<file path="config.mk">
export PLATFORM = sky130hd
export DESIGN_NAME = cache_top
export DESIGN_NICKNAME = d
export VERILOG_FILES = /design/src/cache_pkg.sv /design/src/cache_ctrl.sv /design/src/tag_store.sv /design/src/data_array.sv /design/src/write_align.sv /design/src/cache_top.sv
export SDC_FILE = /design/constraint.sdc
export NUM_CORES = 2
export LEC_CHECK = 0
export ABC_AREA = 1
export CAP_MARGIN = 0
export CELL_PAD_IN_SITES_DETAIL_PLACEMENT = 1
export CELL_PAD_IN_SITES_GLOBAL_PLACEMENT = 2
export CORE_MARGIN = 2
export CORE_UTILIZATION = 41
export CTS_BUF_LIST = sky130_fd_sc_hd__clkbuf_8
export DETAILED_ROUTE_END_ITERATION = 16
export DONT_BUFFER_PORTS = 1
export PLACE_DENSITY_LB_ADDON = 0.1
export SLEW_MARGIN = 40
export SYNTH_ARGS = -nofsm -noshare
export SYNTH_HDL_FRONTEND = slang
export SYNTH_MEMORY_MAX_BITS = 65536
export SYNTH_SLANG_ARGS = --single-unit
</file>
<file path="constraint.sdc">
create_clock -name clk -period 6.45 [get_ports clk]
set_clock_uncertainty 0.1 [all_clocks]
set_input_delay 1.29 -clock clk [delete_from_list [all_inputs] [get_ports clk]]
set_output_delay 1.29 -clock clk [all_outputs]
set_load 0.02 [all_outputs]
</file>
<file path="src/cache_pkg.sv">
`default_nettype none

package cache_pkg;

   // address geometry
   localparam int addr_w     = 16;
   localparam int line_bytes = 16;
   localparam int line_w     = line_bytes * 8;
   localparam int num_lines  = 32;
   localparam int tag_w      = 7;
   localparam int index_w    = 5;
   localparam int offset_w   = 4;

   typedef logic [line_w-1:0]     line_t;
   typedef logic [line_bytes-1:0] byte_mask_t;

   // byte address, tag on top
   typedef struct packed {
      logic [tag_w-1:0]    tag;
      logic [index_w-1:0]  index;
      logic [offset_w-1:0] offset;
   } addr_t;

   // access size in bytes, 15 means the whole line
   typedef logic [3:0] size_t;
   localparam size_t size_line = 4'd15;

   // one-hot controller states
   typedef enum logic [8:0] {
      idle     = 9'b0_0000_0001,
      rd       = 9'b0_0000_0010,
      rd_hit   = 9'b0_0000_0100,
      rd_miss  = 9'b0_0000_1000,
      rd_evict = 9'b0_0001_0000,
      wr       = 9'b0_0010_0000,
      wr_hit   = 9'b0_0100_0000,
      wr_miss  = 9'b0_1000_0000,
      wr_evict = 9'b1_0000_0000
   } state_t;

   // processor request, only low bytes of wdata matter
   typedef struct packed {
      logic  rw;
      addr_t addr;
      size_t size;
      line_t wdata;
   } cpu_req_t;

   // line-wide memory bus, offset always zero
   typedef struct packed {
      logic  en;
      logic  wr;
      addr_t addr;
      line_t wdata;
   } bus_req_t;

endpackage

`default_nettype wire

</file>
<file path="src/cache_ctrl.sv">
`default_nettype none
`timescale 1ns/10ps

module cache_ctrl (
   input  logic clk,
   input  logic rst_n,
   input  logic enable,
   input  logic rw,
   input  logic hit,
   input  logic evict,
   input  logic bus_r,
   output logic line_wr,
   output logic fill_sel,
   output logic tag_wr,
   output logic bus_en,
   output logic bus_wr,
   output logic ready
);

   cache_pkg::state_t state;
   cache_pkg::state_t state_nxt;

   // state register
   always_ff @(posedge clk)
   begin
      if (!rst_n)
         state <= cache_pkg::idle;
      else
         state <= state_nxt;
   end

   always_comb
   begin
      state_nxt = state;
      case (state)
         cache_pkg::idle:
         begin
            // accept a request and split by direction
            if (enable)
               state_nxt = rw ? cache_pkg::wr : cache_pkg::rd;
         end
         cache_pkg::rd:
         begin
            // tag lookup settles during this cycle
            if (hit)
               state_nxt = cache_pkg::rd_hit;
            else if (evict)
               state_nxt = cache_pkg::rd_evict;
            else
               state_nxt = cache_pkg::rd_miss;
         end
         cache_pkg::rd_miss:
         begin
            if (bus_r)
               state_nxt = cache_pkg::rd_hit;
         end
         cache_pkg::rd_evict:
         begin
            // old line written back so fetch the new one
            if (bus_r)
               state_nxt = cache_pkg::rd_miss;
         end
         cache_pkg::wr:
         begin
            if (hit)
               state_nxt = cache_pkg::wr_hit;
            else if (evict)
               state_nxt = cache_pkg::wr_evict;
            else
               state_nxt = cache_pkg::wr_miss;
         end
         cache_pkg::wr_miss:
         begin
            // allocate on write by filling first
            if (bus_r)
               state_nxt = cache_pkg::wr_hit;
         end
         cache_pkg::wr_evict:
         begin
            if (bus_r)
               state_nxt = cache_pkg::wr_miss;
         end
         default:
            state_nxt = cache_pkg::idle;
      endcase
   end

   // strobes straight from the state
   assign fill_sel = (state == cache_pkg::rd_miss) || (state == cache_pkg::wr_miss);
   assign bus_wr   = (state == cache_pkg::rd_evict) || (state == cache_pkg::wr_evict);
   assign bus_en   = fill_sel || bus_wr;
   assign ready    = (state == cache_pkg::rd_hit) || (state == cache_pkg::wr_hit);
   assign tag_wr   = ready;
   // fill lands with bus_r and processor bytes land in wr_hit
   assign line_wr  = (fill_sel && bus_r) || (state == cache_pkg::wr_hit);

   a_state_onehot: assert property (@(posedge clk) disable iff (!rst_n)
      $onehot(state));

   a_ready_no_bus: assert property (@(posedge clk) disable iff (!rst_n)
      !(ready && bus_en));

endmodule

`default_nettype wire

</file>
<file path="src/tag_store.sv">
`default_nettype none
`timescale 1ns/10ps

module tag_store (
   input  logic             clk,
   input  logic             rst_n,
   input  cache_pkg::addr_t addr,
   input  logic             tag_wr,
   output logic             hit,
   output logic             evict
);

   // one tag per line
   logic [cache_pkg::tag_w-1:0]   tags [cache_pkg::num_lines];
   logic [cache_pkg::num_lines-1:0] valid;
   logic                            tag_match;
   logic                            line_valid;

   // valid bits cleared on reset, lines never invalidated
   always_ff @(posedge clk)
   begin
      if (!rst_n)
         valid <= '0;
      else if (tag_wr)
         valid[addr.index] <= 1'b1;
   end

   always_ff @(posedge clk)
   begin
      if (tag_wr)
         tags[addr.index] <= addr.tag;
   end

   // combinational lookup
   assign line_valid = valid[addr.index];
   assign tag_match  = (tags[addr.index] == addr.tag);

   assign hit   = line_valid && tag_match;
   // a valid line owned by another tag must go out first
   assign evict = line_valid && !tag_match;

   a_hit_evict_excl: assert property (@(posedge clk) disable iff (!rst_n)
      !(hit && evict));

endmodule

`default_nettype wire

</file>
<file path="src/data_array.sv">
`default_nettype none
`timescale 1ns/10ps

module data_array (
   input  logic                            clk,
   input  logic [cache_pkg::index_w-1:0]   index,
   input  cache_pkg::line_t                wdata,
   input  cache_pkg::byte_mask_t           byte_we,
   output cache_pkg::line_t                rdata
);

   // line storage
   cache_pkg::line_t mem [cache_pkg::num_lines];

   // per-byte write enables
   always_ff @(posedge clk)
   begin
      for (int b = 0; b < cache_pkg::line_bytes; b++)
      begin
         if (byte_we[b])
            mem[index][b*8 +: 8] <= wdata[b*8 +: 8];
      end
   end

   // whole line out, no output register
   assign rdata = mem[index];

endmodule

`default_nettype wire

</file>
<file path="src/write_align.sv">
`default_nettype none
`timescale 1ns/10ps

module write_align (
   input  logic [cache_pkg::offset_w-1:0] offset,
   input  cache_pkg::size_t               size,
   input  cache_pkg::line_t               wdata,
   output cache_pkg::line_t               data,
   output cache_pkg::byte_mask_t          mask
);

   cache_pkg::byte_mask_t base_mask;

   // move byte 0 of the request up to the offset byte
   assign data = wdata << {offset, 3'b000};

   always_comb
   begin
      // size ones at the bottom, 1 gives 0x0001, 8 gives 0x00ff
      base_mask = (cache_pkg::byte_mask_t'(1) << size) - cache_pkg::byte_mask_t'(1);
      if (size == cache_pkg::size_line)
      begin
         // whole line regardless of offset
         mask = '1;
      end
      else
      begin
         // bytes shifted past the top of the line fall off
         mask = base_mask << offset;
      end
   end

endmodule

`default_nettype wire

</file>
<file path="src/cache_top.sv">
`default_nettype none
`timescale 1ns/10ps

module cache_top (
   input  logic                  clk,
   input  logic                  rst_n,
   input  logic                  enable,
   input  cache_pkg::cpu_req_t   req,
   output cache_pkg::line_t      data_read,
   output logic                  ready,
   output cache_pkg::bus_req_t   bus,
   input  logic                  bus_r,
   input  cache_pkg::line_t      bus_read
);

   logic                          hit;
   logic                          evict;
   logic                          line_wr;
   logic                          fill_sel;
   logic                          tag_wr;
   logic                          bus_en;
   logic                          bus_wr;
   cache_pkg::line_t              align_data;
   cache_pkg::byte_mask_t         align_mask;
   cache_pkg::line_t              array_wdata;
   cache_pkg::byte_mask_t         array_we;
   cache_pkg::line_t              line_rd;
   logic [cache_pkg::addr_w-1:0]  line_addr;

   cache_ctrl u_ctrl (
      .clk      (clk),
      .rst_n    (rst_n),
      .enable   (enable),
      .rw       (req.rw),
      .hit      (hit),
      .evict    (evict),
      .bus_r    (bus_r),
      .line_wr  (line_wr),
      .fill_sel (fill_sel),
      .tag_wr   (tag_wr),
      .bus_en   (bus_en),
      .bus_wr   (bus_wr),
      .ready    (ready)
   );

   tag_store u_tags (
      .clk    (clk),
      .rst_n  (rst_n),
      .addr   (req.addr),
      .tag_wr (tag_wr),
      .hit    (hit),
      .evict  (evict)
   );

   write_align u_align (
      .offset (req.addr.offset),
      .size   (req.size),
      .wdata  (req.wdata),
      .data   (align_data),
      .mask   (align_mask)
   );

   // fill takes the whole bus line, otherwise processor bytes
   assign array_wdata = fill_sel ? bus_read : align_data;
   assign array_we    = line_wr ? (fill_sel ? '1 : align_mask) : '0;

   data_array u_data (
      .clk     (clk),
      .index   (req.addr.index),
      .wdata   (array_wdata),
      .byte_we (array_we),
      .rdata   (line_rd)
   )
   ;

   // line address on the bus, offset forced to zero
   assign line_addr = {req.addr.tag, req.addr.index, {cache_pkg::offset_w{1'b0}}};

   // evict data is the line before the fill overwrites it
   assign bus = '{en: bus_en, wr: bus_wr, addr: line_addr, wdata: line_rd};
   assign data_read = line_rd;

endmodule

`default_nettype wire

</file>
# Word-level counts from Yosys, hierarchy flattened
# Memories as Yosys holds them, arrays and structs flattened.
# Index checks and enable logic that the tools add are counted.
dict set report classes {
  n_addsub 1
  n_lt_le_gt_ge 2
  eq_ne 16
  n_shift 3
  mux 53
  bitwise_logic 1
  n_reduce_logical 11
}
# cell n
set ops {}
lappend ops {{two-way mux 128 bit} 1}
lappend ops {{<< shifter 128 x 7 -> 128 bit} 1}
lappend ops {{two-way mux 9 bit} 8}
lappend ops {{case mux 9 bit (7 select lines)} 1}
lappend ops {{two-way mux 16 bit} 3}
lappend ops {{two-way mux 1 bit} 36}
lappend ops {{OR 32 bit} 1}
lappend ops {{<< shifter 1 x 4 -> 16 bit, first input constant} 1}
lappend ops {{<< shifter 16 x 4 -> 16 bit} 1}
lappend ops {{subtractor 16 x 1 -> 16 bit, second input constant} 1}
lappend ops {{!= test 2 bit, second input constant} 5}
lappend ops {{== test 9 x 1 -> 1 bit, second input constant} 1}
lappend ops {{== test 9 x 2 -> 1 bit, second input constant} 1}
lappend ops {{== test 9 x 3 -> 1 bit, second input constant} 1}
lappend ops {{== test 9 x 4 -> 1 bit, second input constant} 1}
lappend ops {{== test 9 x 5 -> 1 bit, second input constant} 1}
lappend ops {{== test 9 x 6 -> 1 bit, second input constant} 1}
lappend ops {{== test 9 x 7 -> 1 bit, second input constant} 1}
lappend ops {{== test 9 x 8 -> 1 bit, second input constant} 1}
lappend ops {{== test 9 bit, second input constant} 1}
lappend ops {{== test 7 bit} 1}
lappend ops {{< comparator 5 x 6 -> 1 bit, second input constant} 1}
lappend ops {{two-way mux 6 bit} 1}
lappend ops {{binary-select mux 1 bit (select 5 bit)} 1}
lappend ops {{other kinds (8)} 15}
dict set report word_totals {
  reg_bits 41
  ram_bits 4320
  out_inout_bits 275
  elab_cells 91
  memories 2
}
# name words width read_ports rd_clocked_by_memory_dff write_ports line
set mem_list {}
lappend mem_list {u_data.mem 32 128 1 0 1 data_array.sv:13} ;# cache_pkg::line_t mem [cache_pkg::num_lines];
lappend mem_list {u_tags.tags 32 7 1 0 1 tag_store.sv:14} ;# logic [cache_pkg::tag_w-1:0] tags [cache_pkg::num_lines];

# Depth between registers and ports, before layout
dict set report logic_depth {
  ltp_word 8
  depth_mapped 20
}

# Cells and area by module
# Synthesis repeated with hierarchy kept, for this count alone.
dict set report unflattened {
  hier_cells 19735
  area_unflattened_um2 190875.6
}
# mod n_inst cells_each area_per_inst_um2
set by_module_without_submodules {}
lappend by_module_without_submodules {data_array 1 16687 170842.6}
lappend by_module_without_submodules {tag_store 1 1074 10667.7}
lappend by_module_without_submodules {write_align 1 1267 5680.4}
lappend by_module_without_submodules {cache_top 1 596 2904.0}
lappend by_module_without_submodules {cache_ctrl 1 111 780.7}

# Least setup slack after synthesis
# No wires, ideal clock.
dict set report synth_timing {
  path_type {input to register}
  startpoint {in req[132] (netlist bit)}
  endpoint {mem u_data.mem[0][103] (netlist bit), data pin}
  setup_time_ps 615
  arrival_ps 4621
  required_ps 5735
  path_slack_ps 1113
  stages 8
  n_path_buf 4
  path_cell_list {clkbuf_1 -> buf_2 -> buf_2 -> buf_2 -> nand2_1 -> a31oi_1 -> nor2_1 -> o311ai_0}
}
dict set report synth_via {
  elab_chain_len 2
}
# item line
set synth_rtl {}
lappend synth_rtl {{start, declared} cache_top.sv:8} ;# input cache_pkg::cpu_req_t req,
lappend synth_rtl {{<< shifter 128 x 7 -> 128 bit} write_align.sv:15} ;# assign data = wdata << {offset, 3'b000};
lappend synth_rtl {{two-way mux 128 bit} cache_top.sv:64} ;# assign array_wdata = fill_sel ? bus_read : align_data;
lappend synth_rtl {{via array_wdata[103]} cache_top.sv:25} ;# cache_pkg::line_t array_wdata;
lappend synth_rtl {{end, declared} data_array.sv:13}
# The timed path passes the listed nets, and every way through them passes these cells.

==> metrics.cfg <==
[worst_setup_path]
crit_path_frequent_cell=buf_12
arrival_ns=4.15
cp-start-kind=primary input
crit_chain=inv_2, nand2_2, inv_8, buf_12, buf_12, buf_4, a22oi_1, a21oi_1, nor4_1, nand4_1
max_stage_delay_ns=0.80
crit_fanout=40
cp-end-kind=output port
critPathKind=primary input to output port
cp_slowest_cell=nand4_1
crit_required_ns=5.06

[die]
fp-row-count=236
coreArea_mm2=0.413
start_util=0.412
pin_count=556
die_w_um=648
dieArea_mm2=0.420
die-height_um=648

[yosys]
syn_inst=11681
synthArstFlopShare=0
synth-edff-count=4320
synth_top_area_frac=0.762
synth_area_leaders=edfxtp_1 (76%), a22oi_1 (9.1%), nand2_1 (3.4%)
synth_ff_type=edfxtp_1
synth.distinct_cells=49
synth_area_leader_cell=edfxtp_1
ys_ff_latch=4361
syn_avg_cell_area_um2=14.6
yosysWarnings=0
ys_seq_area_frac=0.767
netlist_area_mm2=0.170

[power]
fin_total_pwr_mw=58.7
powerDensity_mw_per_mm2=303
power_leakage_nw=63.7
peakVddDrop_uv=253

[placed_design]
place_hpwl_mm=404
gp_congestion=0.878
port_buffers=0

[final_layout]
final_common_cell=edfxtp_1
drive_gt1_frac=0.158
nets=12418
syn2layout_area_growth_pct=13.9
final_cell_mix=edfxtp_1 (4,320), a22oi_1 (2,064), nand2_1 (1,532)

[clock_network]
clock_latency_ns=1.28
cts_tree=done
htree_levels=6
cts.reportedPaths.clkPinSlew_ns=0.06
cts.hold.buffers_added=9
numCtsBuffers=721
cts_sinks=4361
cts_root_buffer=clkbuf_8
cts_buffer_depth=4
postCtsResizedCells=0
post_cts_buffers=0

[route]
drtAntennaViolNets=0
dr.first_iter.drc_count=11649
routed_via_density=5.94
drc=0
num_vias=108298
drt-total-wl_mm=628
wl_per_cell_um=34.5
first_pass_iters=6

[timing]
setup_viol=0
tightest_slew_ns=0.965
hold_viol_final=0
layout_worst_path_cycle_share=0.860
slew_viol_final=0
fmax_ghz=0.180
post-route-min-period_ns=5.54
slew_headroom=0.357
rsz0062_at_grt=false
setup_tns_ns=0

[global_routing]
grt_pass1_vias=110716
grt_pass1_wl_mm=872
grt-ovfl-total=0
grt_usage=0.294
grt_max_degree=156
antenna_found_initial=58

[worst_hold_path]
hold_path_class=primary input to flip-flop

[outcome]
status=finished, final reports clean

[run]
drv_cap=0

per-stage QoR:
step	cells	utilization	hold WS (ns)	cell area [um^2]	worst slack, ns
finish	18230	0.469	0.147	194000	0.905
global route	18214	0.469	0.107	194000	0.753
CTS	18189	0.468	0.0403	193000	0.934
detailed placement	16877	0.436	0.364	180000	0.939
global placement	16873	0.435	0.351	180000	0.918
floorplan	11684	-	0.341	170000	1.11
cell type report:
class / count / area [um^2]
Fill cell: 40471 / 219000
Sequential cell: 4361 / 131000
Multi-Input combinational cell: 6173 / 35500
Clock buffer: 734 / 10100
Timing Repair Buffer: 691 / 6930
Tap cell: 5474 / 6850
Clock inverter: 569 / 2940
Inverter: 188 / 835
Antenna cell: 40 / 100
critical path, delay by kind of cell:
family,cells,cell delay [ns]
AOI/OAI and AO/OA,2,0.27
buffers and inverters,5,0.91
and+or+nand+nor,3,1.56
registers in the layout, indices dropped and copies added, names as in the netlist:
signal,count
u_tags.valid,32
u_tags.tags,224
u_ctrl.state,9
u_data.mem,4096
power by group:
part           switching (mW)  leakage [nW]  internal (mW)
logic                    3.53          16.4           1.14
clock network            11.4          7.55           11.1
registers             0.00650          39.7           31.5
total                    15.0          63.7           43.7
cells by family after synthesis:
group / synth area share
multiplexers: 0.00159
buffers and inverters: 0.0311
adder cells (fa/ha/maj): 0.0000735
AO/OA/AOI/OAI: 0.128
AND/OR/NAND/NOR: 0.0720
XOR/XNOR: 0.000309
other: 0.0000220
flip-flops: 0.767
worst paths after layout:
path | from | endpoint | slack (ns) | cells past startpoint
setup / recovery | req[137] | data_read[41] | 0.91 | 10
hold / removal | bus_r | u_ctrl.state[0] | 0.15 | 2
setup reg to reg | u_ctrl.state[4] | u_data.mem[23][117] | 1.92 | 11
hold reg to reg | u_tags.valid[31] | u_tags.valid[31] | 0.38 | 2
cells in the mapped netlist (44+ instances only):
master,n
a22o_1,44
nor2_1,767
nand2_1,1536
nor4_1,125
a22oi_1,2064
inv_1,140
nand4_1,101
buf_4,164
clkbuf_1,415
buf_1,110
o21ai_0,184
a21oi_1,852
or2_2,85
nand3_1,186
edfxtp_1,4320
buf_2,269
layer usage:
layer	track usage	vias to the layer above	share of wire
met5	0	-	0.000097
met4	0.0990	8	0.037
met3	0.0440	896	0.063
met2	0.492	4134	0.49
met1	0.395	57047	0.41
li1	-	46213	-
Power figures use the tool's default switching activity.
